**src/common/id_pkg.sv**
```systemverilog
`default_nettype none

package id_pkg;

    localparam int XLEN = 32;
    localparam int REG_ADDR_W = 5;
    localparam logic [REG_ADDR_W-1:0] LINK_REG = 5'd31;

    typedef enum logic [5:0] {
        OP_SPECIAL = 6'b000000,
        OP_REGIMM  = 6'b000001,
        OP_J       = 6'b000010,
        OP_JAL     = 6'b000011,
        OP_BEQ     = 6'b000100,
        OP_BNE     = 6'b000101,
        OP_BLEZ    = 6'b000110,
        OP_BGTZ    = 6'b000111,
        OP_ADDI    = 6'b001000,
        OP_ADDIU   = 6'b001001,
        OP_SLTI    = 6'b001010,
        OP_SLTIU   = 6'b001011,
        OP_ANDI    = 6'b001100,
        OP_ORI     = 6'b001101,
        OP_XORI    = 6'b001110,
        OP_LUI     = 6'b001111,
        OP_LB      = 6'b100000,
        OP_LH      = 6'b100001,
        OP_LW      = 6'b100011,
        OP_LBU     = 6'b100100,
        OP_LHU     = 6'b100101,
        OP_SB      = 6'b101000,
        OP_SH      = 6'b101001,
        OP_SW      = 6'b101011
    } opcode_e;

    typedef enum logic [5:0] {
        FN_SLL  = 6'b000000,
        FN_SRL  = 6'b000010,
        FN_SRA  = 6'b000011,
        FN_SLLV = 6'b000100,
        FN_SRLV = 6'b000110,
        FN_SRAV = 6'b000111,
        FN_JR   = 6'b001000,
        FN_JALR = 6'b001001,
        FN_ADD  = 6'b100000,
        FN_ADDU = 6'b100001,
        FN_SUB  = 6'b100010,
        FN_SUBU = 6'b100011,
        FN_AND  = 6'b100100,
        FN_OR   = 6'b100101,
        FN_XOR  = 6'b100110,
        FN_NOR  = 6'b100111,
        FN_SLT  = 6'b101010,
        FN_SLTU = 6'b101011
    } funct_e;

    typedef enum logic [4:0] {
        RI_BLTZ = 5'b00000,
        RI_BGEZ = 5'b00001
    } regimm_e;

    // Codes follow the instruction fields: 11+funct, 01+opcode, 100+rt
    typedef enum logic [7:0] {
        ALU_NOP   = 8'h00,
        ALU_SLL   = 8'hC0, ALU_SRL   = 8'hC2, ALU_SRA   = 8'hC3,
        ALU_SLLV  = 8'hC4, ALU_SRLV  = 8'hC6, ALU_SRAV  = 8'hC7,
        ALU_JR    = 8'hC8, ALU_JALR  = 8'hC9,
        ALU_ADD   = 8'hE0, ALU_ADDU  = 8'hE1, ALU_SUB   = 8'hE2, ALU_SUBU = 8'hE3,
        ALU_AND   = 8'hE4, ALU_OR    = 8'hE5, ALU_XOR   = 8'hE6, ALU_NOR  = 8'hE7,
        ALU_SLT   = 8'hEA, ALU_SLTU  = 8'hEB,
        ALU_J     = 8'h42, ALU_JAL   = 8'h43, ALU_BEQ   = 8'h44, ALU_BNE  = 8'h45,
        ALU_BLEZ  = 8'h46, ALU_BGTZ  = 8'h47,
        ALU_ADDI  = 8'h48, ALU_ADDIU = 8'h49, ALU_SLTI  = 8'h4A, ALU_SLTIU = 8'h4B,
        ALU_ANDI  = 8'h4C, ALU_ORI   = 8'h4D, ALU_XORI  = 8'h4E, ALU_LUI  = 8'h4F,
        ALU_LB    = 8'h60, ALU_LH    = 8'h61, ALU_LW    = 8'h63,
        ALU_LBU   = 8'h64, ALU_LHU   = 8'h65,
        ALU_SB    = 8'h68, ALU_SH    = 8'h69, ALU_SW    = 8'h6B,
        ALU_BLTZ  = 8'h80, ALU_BGEZ  = 8'h81
    } aluop_e;

    typedef enum logic [2:0] {
        SEL_NOP         = 3'b000,
        SEL_LOGIC       = 3'b001,
        SEL_SHIFT       = 3'b010,
        SEL_ARITH       = 3'b100,
        SEL_JUMP_BRANCH = 3'b110,
        SEL_LOAD_STORE  = 3'b111
    } alusel_e;

    typedef enum logic [3:0] {
        BR_NONE, BR_JUMP, BR_JUMP_REG, BR_EQ, BR_NE, BR_GTZ, BR_LEZ, BR_GEZ, BR_LTZ
    } br_kind_e;

    typedef struct packed {
        aluop_e                aluop;
        alusel_e               alusel;
        logic [REG_ADDR_W-1:0] wd;
        logic                  wreg;
        logic                  re1;
        logic                  re2;
        logic [REG_ADDR_W-1:0] raddr1;
        logic [REG_ADDR_W-1:0] raddr2;
        logic [XLEN-1:0]       imm;
        br_kind_e              br_kind;
        logic                  link;
    } dec_ctrl_t;

    typedef struct packed {
        logic                  wreg;
        logic [REG_ADDR_W-1:0] wd;
        logic [XLEN-1:0]       wdata;
    } fwd_t;

    typedef struct packed {
        logic            taken;
        logic [XLEN-1:0] target;
    } branch_t;

    typedef struct packed {
        aluop_e                aluop;
        alusel_e               alusel;
        logic [XLEN-1:0]       reg1;
        logic [XLEN-1:0]       reg2;
        logic [REG_ADDR_W-1:0] wd;
        logic                  wreg;
        logic [XLEN-1:0]       link_addr;
        logic [XLEN-1:0]       inst;
    } id_ex_t;

    localparam id_ex_t ID_EX_BUBBLE = '{aluop: ALU_NOP, alusel: SEL_NOP, default: '0};

endpackage

`default_nettype wire

```
**src/design/decode/instr_decoder.sv**
```systemverilog
`timescale 1ns/1ps
`default_nettype none

module instr_decoder import id_pkg::*; (
    input  wire logic [XLEN-1:0] inst_i,
    output dec_ctrl_t            ctrl_o
);

    opcode_e               op;
    funct_e                fn;
    regimm_e               ri;
    logic [REG_ADDR_W-1:0] rs;
    logic [REG_ADDR_W-1:0] rt;
    logic [REG_ADDR_W-1:0] rd;
    logic [7:0]            field_op;
    logic [XLEN-1:0]       imm_sext;
    logic [XLEN-1:0]       imm_zext;
    logic [XLEN-1:0]       imm_upper;
    logic [XLEN-1:0]       imm_sa;

    assign op = opcode_e'(inst_i[31:26]);
    assign fn = funct_e'(inst_i[5:0]);
    assign ri = regimm_e'(inst_i[20:16]);
    assign rs = inst_i[25:21];
    assign rt = inst_i[20:16];
    assign rd = inst_i[15:11];

    assign imm_sext  = {{16{inst_i[15]}}, inst_i[15:0]};
    assign imm_zext  = {16'h0000, inst_i[15:0]};
    assign imm_upper = {inst_i[15:0], 16'h0000};
    assign imm_sa    = {27'd0, inst_i[10:6]};

    // Raw operation code, only taken over for recognised instructions
    always_comb begin
        case (op)
            OP_SPECIAL: field_op = {2'b11, inst_i[5:0]};
            OP_REGIMM:  field_op = {3'b100, inst_i[20:16]};
            default:    field_op = {2'b01, inst_i[31:26]};
        endcase
    end

    always_comb begin
        ctrl_o = '0;
        ctrl_o.aluop = ALU_NOP;
        ctrl_o.alusel = SEL_NOP;
        ctrl_o.br_kind = BR_NONE;
        ctrl_o.raddr1 = rs;
        ctrl_o.raddr2 = rt;
        ctrl_o.wd = rd;
        case (op)
            OP_SPECIAL: begin
                case (fn)
                    FN_OR, FN_AND, FN_XOR, FN_NOR,
                    FN_ADD, FN_ADDU, FN_SUB, FN_SUBU, FN_SLT, FN_SLTU,
                    FN_SLLV, FN_SRLV, FN_SRAV: begin
                        ctrl_o.aluop = aluop_e'(field_op);
                        ctrl_o.wreg = 1'b1;
                        ctrl_o.re1 = 1'b1;
                        ctrl_o.re2 = 1'b1;
                        if (fn inside {FN_OR, FN_AND, FN_XOR, FN_NOR}) begin
                            ctrl_o.alusel = SEL_LOGIC;
                        end else if (fn inside {FN_SLLV, FN_SRLV, FN_SRAV}) begin
                            ctrl_o.alusel = SEL_SHIFT;
                        end else begin
                            ctrl_o.alusel = SEL_ARITH;
                        end
                    end
                    // Shift amount travels as reg1
                    FN_SLL, FN_SRL, FN_SRA: begin
                        ctrl_o.aluop = aluop_e'(field_op);
                        ctrl_o.alusel = SEL_SHIFT;
                        ctrl_o.wreg = 1'b1;
                        ctrl_o.re2 = 1'b1;
                        ctrl_o.imm = imm_sa;
                    end
                    FN_JR, FN_JALR: begin
                        ctrl_o.aluop = aluop_e'(field_op);
                        ctrl_o.alusel = SEL_JUMP_BRANCH;
                        ctrl_o.re1 = 1'b1;
                        ctrl_o.br_kind = BR_JUMP_REG;
                        ctrl_o.wreg = (fn == FN_JALR);
                        ctrl_o.link = (fn == FN_JALR);
                    end
                    default: begin
                    end
                endcase
            end
            OP_LB, OP_LBU, OP_LH, OP_LHU, OP_LW,
            OP_ADDI, OP_ADDIU, OP_SLTI, OP_SLTIU: begin
                ctrl_o.aluop = aluop_e'(field_op);
                ctrl_o.alusel = op inside {OP_ADDI, OP_ADDIU, OP_SLTI, OP_SLTIU} ?
                    SEL_ARITH : SEL_LOAD_STORE;
                ctrl_o.wreg = 1'b1;
                ctrl_o.wd = rt;
                ctrl_o.re1 = 1'b1;
                ctrl_o.imm = imm_sext;
            end
            OP_SB, OP_SH, OP_SW: begin
                ctrl_o.aluop = aluop_e'(field_op);
                ctrl_o.alusel = SEL_LOAD_STORE;
                ctrl_o.re1 = 1'b1;
                ctrl_o.re2 = 1'b1;
                ctrl_o.imm = imm_sext;
            end
            OP_ANDI, OP_ORI, OP_XORI, OP_LUI: begin
                ctrl_o.aluop = aluop_e'(field_op);
                ctrl_o.alusel = SEL_LOGIC;
                ctrl_o.wreg = 1'b1;
                ctrl_o.wd = rt;
                ctrl_o.re1 = 1'b1;
                ctrl_o.imm = (op == OP_LUI) ? imm_upper : imm_zext;
            end
            OP_J, OP_JAL: begin
                ctrl_o.aluop = aluop_e'(field_op);
                ctrl_o.alusel = SEL_JUMP_BRANCH;
                ctrl_o.br_kind = BR_JUMP;
                ctrl_o.wd = LINK_REG;
                ctrl_o.wreg = (op == OP_JAL);
                ctrl_o.link = (op == OP_JAL);
            end
            OP_BEQ, OP_BNE, OP_BLEZ, OP_BGTZ: begin
                ctrl_o.aluop = aluop_e'(field_op);
                ctrl_o.alusel = SEL_JUMP_BRANCH;
                ctrl_o.re1 = 1'b1;
                ctrl_o.re2 = op inside {OP_BEQ, OP_BNE};
                case (op)
                    OP_BEQ:  ctrl_o.br_kind = BR_EQ;
                    OP_BNE:  ctrl_o.br_kind = BR_NE;
                    OP_BLEZ: ctrl_o.br_kind = BR_LEZ;
                    default: ctrl_o.br_kind = BR_GTZ;
                endcase
            end
            OP_REGIMM: begin
                if (ri inside {RI_BLTZ, RI_BGEZ}) begin
                    ctrl_o.aluop = aluop_e'(field_op);
                    ctrl_o.alusel = SEL_JUMP_BRANCH;
                    ctrl_o.re1 = 1'b1;
                    ctrl_o.br_kind = (ri == RI_BLTZ) ? BR_LTZ : BR_GEZ;
                end
            end
            default: begin
            end
        endcase
    end

endmodule

`default_nettype wire

```
**src/design/decode/operand_fetch.sv**
```systemverilog
`timescale 1ns/1ps
`default_nettype none

module operand_fetch import id_pkg::*; (
    input  dec_ctrl_t            ctrl_i,
    input  wire logic [XLEN-1:0] rf_rdata1_i,
    input  wire logic [XLEN-1:0] rf_rdata2_i,
    input  id_ex_t               ex_prev_i,
    input  wire logic [XLEN-1:0] ex_wdata_i,
    input  fwd_t                 mem_fwd_i,
    output logic [XLEN-1:0]      reg1_o,
    output logic [XLEN-1:0]      reg2_o,
    output logic                 stall_o
);

    logic prev_is_load;
    logic load_hit1;
    logic load_hit2;

    // Execute result first, then memory, then the register file
    function automatic logic [XLEN-1:0] pick_operand(
        input logic                  re,
        input logic [REG_ADDR_W-1:0] addr,
        input logic [XLEN-1:0]       rf_data
    );
        if (!re) begin
            return ctrl_i.imm;
        end else if (ex_prev_i.wreg && (ex_prev_i.wd == addr)) begin
            return ex_wdata_i;
        end else if (mem_fwd_i.wreg && (mem_fwd_i.wd == addr)) begin
            return mem_fwd_i.wdata;
        end
        return rf_data;
    endfunction

    always_comb begin
        reg1_o = pick_operand(ctrl_i.re1, ctrl_i.raddr1, rf_rdata1_i);
        reg2_o = pick_operand(ctrl_i.re2, ctrl_i.raddr2, rf_rdata2_i);
    end

    // Load data only exists after the memory stage
    assign prev_is_load = ex_prev_i.aluop inside {ALU_LB, ALU_LBU, ALU_LH, ALU_LHU, ALU_LW};
    assign load_hit1 = ctrl_i.re1 && (ex_prev_i.wd == ctrl_i.raddr1);
    assign load_hit2 = ctrl_i.re2 && (ex_prev_i.wd == ctrl_i.raddr2);
    assign stall_o = prev_is_load && (load_hit1 || load_hit2);

endmodule

`default_nettype wire

```
**src/design/decode/branch_resolve.sv**
```systemverilog
`timescale 1ns/1ps
`default_nettype none

module branch_resolve import id_pkg::*; (
    input  wire logic [XLEN-1:0] pc_i,
    input  wire logic [XLEN-1:0] inst_i,
    input  br_kind_e             br_kind_i,
    input  wire logic [XLEN-1:0] reg1_i,
    input  wire logic [XLEN-1:0] reg2_i,
    output branch_t              branch_o,
    output logic [XLEN-1:0]      link_addr_o
);

    logic [XLEN-1:0] pc_plus4;
    logic [XLEN-1:0] br_offset;
    logic            reg1_zero;
    logic            reg1_neg;

    assign pc_plus4 = pc_i + XLEN'(4);
    assign br_offset = {{14{inst_i[15]}}, inst_i[15:0], 2'b00};
    assign reg1_zero = (reg1_i == '0);
    assign reg1_neg = reg1_i[XLEN-1];

    // Return address skips the delay slot
    assign link_addr_o = pc_i + XLEN'(8);

    always_comb begin
        branch_o.taken = 1'b0;
        branch_o.target = pc_plus4 + br_offset;
        case (br_kind_i)
            BR_JUMP: begin
                branch_o.taken = 1'b1;
                branch_o.target = {pc_plus4[31:28], inst_i[25:0], 2'b00};
            end
            BR_JUMP_REG: begin
                branch_o.taken = 1'b1;
                branch_o.target = reg1_i;
            end
            BR_EQ:   branch_o.taken = (reg1_i == reg2_i);
            BR_NE:   branch_o.taken = (reg1_i != reg2_i);
            BR_GTZ:  branch_o.taken = !reg1_neg && !reg1_zero;
            BR_LEZ:  branch_o.taken = reg1_neg || reg1_zero;
            BR_GEZ:  branch_o.taken = !reg1_neg;
            BR_LTZ:  branch_o.taken = reg1_neg;
            default: branch_o.taken = 1'b0;
        endcase
    end

endmodule

`default_nettype wire

```
**src/design/id_ex_reg.sv**
```systemverilog
`timescale 1ns/1ps
`default_nettype none

module id_ex_reg import id_pkg::*; (
    input  wire logic            clk,
    input  wire logic            rst_n_i,
    input  wire logic            stall_i,
    input  dec_ctrl_t            ctrl_i,
    input  wire logic [XLEN-1:0] reg1_i,
    input  wire logic [XLEN-1:0] reg2_i,
    input  wire logic [XLEN-1:0] link_addr_i,
    input  wire logic [XLEN-1:0] inst_i,
    output id_ex_t               id_ex_o
);

    id_ex_t decoded;

    always_comb begin
        decoded.aluop = ctrl_i.aluop;
        decoded.alusel = ctrl_i.alusel;
        decoded.reg1 = reg1_i;
        decoded.reg2 = reg2_i;
        decoded.wd = ctrl_i.wd;
        decoded.wreg = ctrl_i.wreg;
        // Only linking jumps hand a return address to execute
        decoded.link_addr = ctrl_i.link ? link_addr_i : '0;
        decoded.inst = inst_i;
    end

    always_ff @(posedge clk or negedge rst_n_i) begin
        if (!rst_n_i) begin
            id_ex_o <= ID_EX_BUBBLE;
        end else if (stall_i) begin
            id_ex_o <= ID_EX_BUBBLE;
        end else begin
            id_ex_o <= decoded;
        end
    end

endmodule

`default_nettype wire

```
**src/design/id_stage.sv**
```systemverilog
`timescale 1ns/1ps
`default_nettype none

module id_stage import id_pkg::*; (
    input  wire logic                  clk,
    input  wire logic                  rst_n_i,
    input  wire logic [XLEN-1:0]       pc_i,
    input  wire logic [XLEN-1:0]       inst_i,
    input  wire logic [XLEN-1:0]       rf_rdata1_i,
    input  wire logic [XLEN-1:0]       rf_rdata2_i,
    input  wire logic [XLEN-1:0]       ex_wdata_i,
    input  fwd_t                       mem_fwd_i,
    output logic [REG_ADDR_W-1:0]      rf_raddr1_o,
    output logic [REG_ADDR_W-1:0]      rf_raddr2_o,
    output logic                       stall_o,
    output branch_t                    branch_o,
    output id_ex_t                     id_ex_o
);

    dec_ctrl_t       ctrl;
    logic [XLEN-1:0] reg1;
    logic [XLEN-1:0] reg2;
    logic [XLEN-1:0] link_addr;

    assign rf_raddr1_o = ctrl.raddr1;
    assign rf_raddr2_o = ctrl.raddr2;

    instr_decoder i_decoder (
        .inst_i (inst_i),
        .ctrl_o (ctrl)
    );

    // ID/EX contents are the instruction now in execute
    operand_fetch i_operand_fetch (
        .ctrl_i      (ctrl),
        .rf_rdata1_i (rf_rdata1_i),
        .rf_rdata2_i (rf_rdata2_i),
        .ex_prev_i   (id_ex_o),
        .ex_wdata_i  (ex_wdata_i),
        .mem_fwd_i   (mem_fwd_i),
        .reg1_o      (reg1),
        .reg2_o      (reg2),
        .stall_o     (stall_o)
    );

    branch_resolve i_branch_resolve (
        .pc_i        (pc_i),
        .inst_i      (inst_i),
        .br_kind_i   (ctrl.br_kind),
        .reg1_i      (reg1),
        .reg2_i      (reg2),
        .branch_o    (branch_o),
        .link_addr_o (link_addr)
    );

    id_ex_reg i_id_ex_reg (
        .clk         (clk),
        .rst_n_i     (rst_n_i),
        .stall_i     (stall_o),
        .ctrl_i      (ctrl),
        .reg1_i      (reg1),
        .reg2_i      (reg2),
        .link_addr_i (link_addr),
        .inst_i      (inst_i),
        .id_ex_o     (id_ex_o)
    );

endmodule

`default_nettype wire

```
**config.mk**
```make
export PLATFORM = sky130hd
export DESIGN_NAME = id_stage
export DESIGN_NICKNAME = d
export VERILOG_FILES = /design/src/common/id_pkg.sv /design/src/design/decode/instr_decoder.sv /design/src/design/decode/operand_fetch.sv /design/src/design/decode/branch_resolve.sv /design/src/design/id_ex_reg.sv /design/src/design/id_stage.sv
export SDC_FILE = /design/constraint.sdc
export NUM_CORES = 1
export LEC_CHECK = 0
export ABC_AREA = 1
export BUFFER_PORTS_ARGS = -buffer_cell sky130_fd_sc_hd__buf_2
export CORE_MARGIN = 3
export CORE_UTILIZATION = 50
export CTS_CLUSTER_DIAMETER = 100
export DETAILED_ROUTE_END_ITERATION = 8
export GPL_TIMING_DRIVEN = 0
export PLACE_DENSITY_LB_ADDON = 0.25
export SETUP_SLACK_MARGIN = 0.1
export SKIP_CTS_REPAIR_TIMING = 1
export SLEW_MARGIN = 10
export SYNTH_ARGS = -nofsm -noshare
export SYNTH_HDL_FRONTEND = slang
export SYNTH_HIERARCHICAL = 1
export SYNTH_SLANG_ARGS = --single-unit
```
**constraint.sdc**
```tcl
create_clock -name clk -period 7.1 [get_ports clk]
set_input_delay 0.71 -clock clk [delete_from_list [all_inputs] [get_ports clk]]
set_output_delay 0.71 -clock clk [all_outputs]
set_load 0.01 [all_outputs]
```
Word-level counts from Yosys, hierarchy flattened
Index checks and enable logic that the tools add are counted.
{ "op_classes": {"mux": 42, "n_reduce_logical": 37, "add_sub_neg": 3, "n_eq_ne": 60} }
{ "op_table": {"columns": ["cell", "count"], "rows": [
  ["32-bit two-way mux", 10],
  ["145-bit two-way mux", 1],
  ["6-bit == test (second input constant)", 18],
  ["32-bit case mux with 3 select lines", 1],
  ["11-bit case mux with 6 select lines", 1],
  ["32-bit case mux with 2 select lines", 1],
  ["6-bit by 4-bit == test with 1-bit output (second input constant)", 10],
  ["6-bit by 3-bit == test with 1-bit output (second input constant)", 7],
  ["8-bit by 7-bit == test with 1-bit output (second input constant)", 5],
  ["11-bit case mux with 3 select lines", 1],
  ["32-bit by 3-bit adder with 32-bit output (second input constant)", 1],
  ["32-bit adder", 1],
  ["32-bit by 4-bit adder with 32-bit output (second input constant)", 1],
  ["32-bit == test", 1],
  ["32-bit logical NOT", 1],
  ["32-bit inequality test", 1],
  ["13-bit OR reduction", 2],
  ["6-bit by 2-bit == test with 1-bit output (second input constant)", 4],
  ["5-bit == test", 4],
  ["20-bit OR reduction", 1],
  ["4-bit by 3-bit == test with 1-bit output (second input constant)", 4],
  ["4-bit case mux with 4 select lines", 1],
  ["8-bit case mux with 2 select lines", 1],
  ["16-bit OR reduction", 1],
  ["32 further kinds", 63]
]} }
{ "word_totals": {"in_bits": 200, "regBits": 145} }

Longest topological paths before layout
{ "depth": {"word_depth": 10, "ltp_mapped": 26, "depth_no_buf": 25} }

Cells and area by module
The synthesis kept the hierarchy.
{ "modules_own_cells": {"columns": ["mod", "instances", "cells_each", "area_per_inst_um2"], "rows": [
  ["id_ex_reg", 1, 454, 4849.7],
  ["branch_resolve", 1, 874, 4455.5],
  ["operand_fetch", 1, 709, 3360.7],
  ["instr_decoder", 1, 226, 1132.3]
]} }

Worst setup path before layout
OpenSTA, ideal clock, no wires.
{ "synth_path": {"path_kind": "input port to output port", "start": "input inst_i[27]", "end": "output branch_o[32] (netlist name)", "required_time_ps": 6390, "arrival_ps": 3171, "cell_stages": 20, "slack_ps": 3219, "cell_sequence": "buf_6 inv_1 nand2_1 nor2_4 buf_2 a21oi_1 nand3_1 buf_2 clkbuf_1 nor2_1 nor2_1 a21oi_1 xor2_1 nor3_1 nand2_1 nor2_1 nand3_1 nand2_1 inv_1 nand2_1"} }
{ "synth_lines": {"columns": ["item", "line_no", "rtl"], "rows": [
  ["start, declared", "id_stage.sv:8", "input wire logic [XLEN-1:0] inst_i,"],
  ["end, declared", "id_stage.sv:16", "output branch_t branch_o,"]
]} }

==> run_results.csv <==
group,metric,value,unit
cells_and_area,max_flop_register,"i_id_ex_reg/id_ex_o",
timing,rsz0062_at_grt,"false",
route,drt_iter0_markers,1733,
placed_design,port_buffers,385,
timing,post-route-period-util,81.9,%
timing,fin_crit,5.82,ns
floorplanning,ios,389,
route,routedWlPerCell,19.8,um
cts,cts.sinks,145,
worst_setup_path,endpoint_kind,"primary output",
timing,final.setup.tns,0,ns
timing,fin_ws,1.28,ns
worst_setup_path,cp_num_buf_inv,8,
yosys,yosys_warnings,6,
worst_setup_path,reg2reg_depth,9,
cells_and_area,largestRegisters,"i_id_ex_reg/id_ex_o (145)",
power,ir_drop,125,uV
yosys,synth_area_leaders,"dfrtp_1, nand2_1, nor2_1, inv_1, nand3_1",
cts,cts_buffer_depth,2,
cells_and_area,largest_register_ffs,145,
worst_setup_path,cp.depth,21,
timing,slew_viol_final,0,
grt,grt_pass1_vias,15600,
timing,setup_viol,0,
floorplanning,core,27000,sq um
power,powerDensity,176,nW/um^2
floorplanning,row_count,60,
worst_setup_path,worstPathCellList,"buf_2 > buf_6 > inv_1 > nand2_1 > nor2_4 > buf_2 > a21oi_1 > nand3_1 > buf_2 > buf_2 > nand3_1 > a21oi_1 > xor2_1 > nor3_1 > nand2_1 > nor2_1 > nand3_1 > nand2_1 > inv_1 > nand2_1 > buf_2",
placed_design,place_inst,2990,
placed_design,globalplace.congestion,1.07,
power,leakage,9.69,nW
yosys,syn_area,13800,sq um
grt,gr-total-overflow,0,
cells_and_area,fin_area,16800,sq um
worst_setup_path,cp_common_cell,"buf_2",
yosys,synth_top_area_share,26.3,%
worst_setup_path,cp_max_fo,10,
yosys,yosysTopAreaCell,"dfrtp_1",
yosys,syn_nets,2497,
route,num_vias,16700,
yosys,yosys.cell_types.count,50,
placed_design,place_area,16200,sq um
worst_setup_path,worstSetupStartpointType,"input pin",
timing,slew_headroom,47.6,%
cts,clk-insertion-delay-late,0.44,ns
route,routed_wl,60000,um
worst_setup_path,worstSetupPathType,"in -> out",
flow_run,cap_violations,0,
cells_and_area,final_cells,3023,
timing,tightest_slew,0.786,ns
cells_and_area,layout-drive-gt1-share,22.9,%
grt,grt_usage,39.1,%
worst_setup_path,required,6.39,ns
route,drt-pass1-iter-count,9,
cts,clockRootBuffer,"clkbuf_16",
placed_design,place_ws,1.45,ns
grt,grt_max_degree,75,
worst_setup_path,slowest_delay,0.65,ns
timing,finalHoldViolCount,0,
floorplanning,die-area,29600,sq um
timing,fin_skew,0.0165,ns
yosys,yosys_most_used_dff,"dfrtp_1",
timing,fmax,172,MHz
yosys,synth_edf_count,0,
grt,grt_pass1_wl,88000,um
cts,cts_made_buffers,17,
floorplanning,die-width,172,um
yosys,synth-seq-area-share,26.3,%
route,vias_per_cell,5.51,
cells_and_area,nNetsFinal,2902,
cells_and_area,syn2layout_area_growth,21.6,%
yosys,synth_seq_cells,145,
worst_setup_path,cp_top_family,"simple AND/OR/NAND/NOR gates",
yosys,netlist_instances,2263,
worst_setup_path,cp_slowest_cell,"a21oi_1",
timing,whs,0.261,ns
cts,cts_tree,"built",
cts,htreeDepth,4,
cts,clkSlewWorstSetupHoldPaths,0.07,ns
yosys,synthArstFlopShare,100,%
status,status,"completed",
grt,grt_antenna_before_repair,1,
worst_setup_path,arrival,5.11,ns
yosys,syn_avg_cell_area,6.10,sq um
route,antenna_left,0,
floorplanning,die_y,172,um
route,drc,0,
worst_hold_path,min_path_type,"in -> async",
placed_design,dp_hpwl,48800,um
floorplanning,start_util,51.1,%
through the flow:
step / util, % / total power, mW
4_1_cts: 62.1 / 2.93
2_1_floorplan: - / 1.53
6_report: 62.1 / 2.95
3_5_place_dp: 59.9 / 1.98
3_3_place_gp: 59.8 / 1.96
5_1_grt: 62.1 / 3.08
cells in the final DEF (no fill, tap or decap), drive strengths merged, types with 2 or more instances in the layout:
cell        n
a21oi     109
a31oi       2
and2        4
buf       468
clkbuf     32
clkinv      5
clkinvlp    2
dfrtp     145
ha         33
inv       405
nand2     544
nand3     228
nand3b      7
nand4      22
nor2      483
nor3       26
nor3b       3
nor4        2
o211ai     14
o21ai      49
o21bai      9
o22ai       5
or2         5
xnor2      24
xor2       49
cells by family (layout without fill, tap and decap cells):
kind of cell | count (synthesis) | count (layout) | share of synthesized area (%)
mux | 1 | 1 | 0.0725
flops | 145 | 145 | 26.3
xor+xnor | 73 | 73 | 4.74
buf+inv | 495 | 913 | 15.8
fa+ha+maj | 34 | 34 | 3.14
compound gates | 190 | 190 | 7.95
other cells | 1 | 2 | 0.0272
simple gates | 1324 | 1324 | 42.0
Yosys cell counts, drive strengths merged (2+ instances only):
cell / n
nand2: 544
nor2: 483
inv: 397
nand3: 228
dfrtp: 145
a21oi: 109
buf: 82
o21ai: 49
xor2: 49
ha: 33
nor3: 26
xnor2: 24
nand4: 22
clkbuf: 15
o211ai: 14
o21bai: 9
nand3b: 7
o22ai: 5
or2: 5
and2: 4
nor3b: 3
a31oi: 2
nor4: 2
area by class of cell:
cell class	count	area [sq um]
multi-input combinational	1623	8000
inverter	398	1490
sequential	145	3630
antenna	1	2.50
clock buffer	17	425
fill	2710	10200
timing repair buffer	386	1960
tap	341	427
buffer	97	681
clock inverter	15	168
path summary, 6_finish.rpt:
check,start,to,slack [ns]
setup / recovery,inst_i[27],branch_o[32],1.28
hold / removal,rst_n_i,i_id_ex_reg/id_ex_o[108],0.26
setup reg to reg,i_id_ex_reg/id_ex_o[69],i_id_ex_reg/id_ex_o[63],4.25
hold reg to reg,i_id_ex_reg/id_ex_o[64],i_id_ex_reg/id_ex_o[101],1.08
max in group asynchronous,rst_n_i,i_id_ex_reg/id_ex_o[137],6.01
min in group clk,inst_i[31],i_id_ex_reg/id_ex_o[31],0.49
layer usage:
layer	global-route usage (%)	vias up	wire length (um)
met5	0	-	0
li1	-	7714	-
met1	50.4	7651	23500
met3	6.61	218	6020
met2	63.3	1076	27000
met4	20.4	0	3470
report_power, final:
part           switching [mW]  leakage, nW  internal [mW]
Clock                   0.452        0.285          0.502
Combinational           0.733         7.55          0.351
Sequential             0.0222         1.86          0.888
Power figures use the tool's default switching activity.
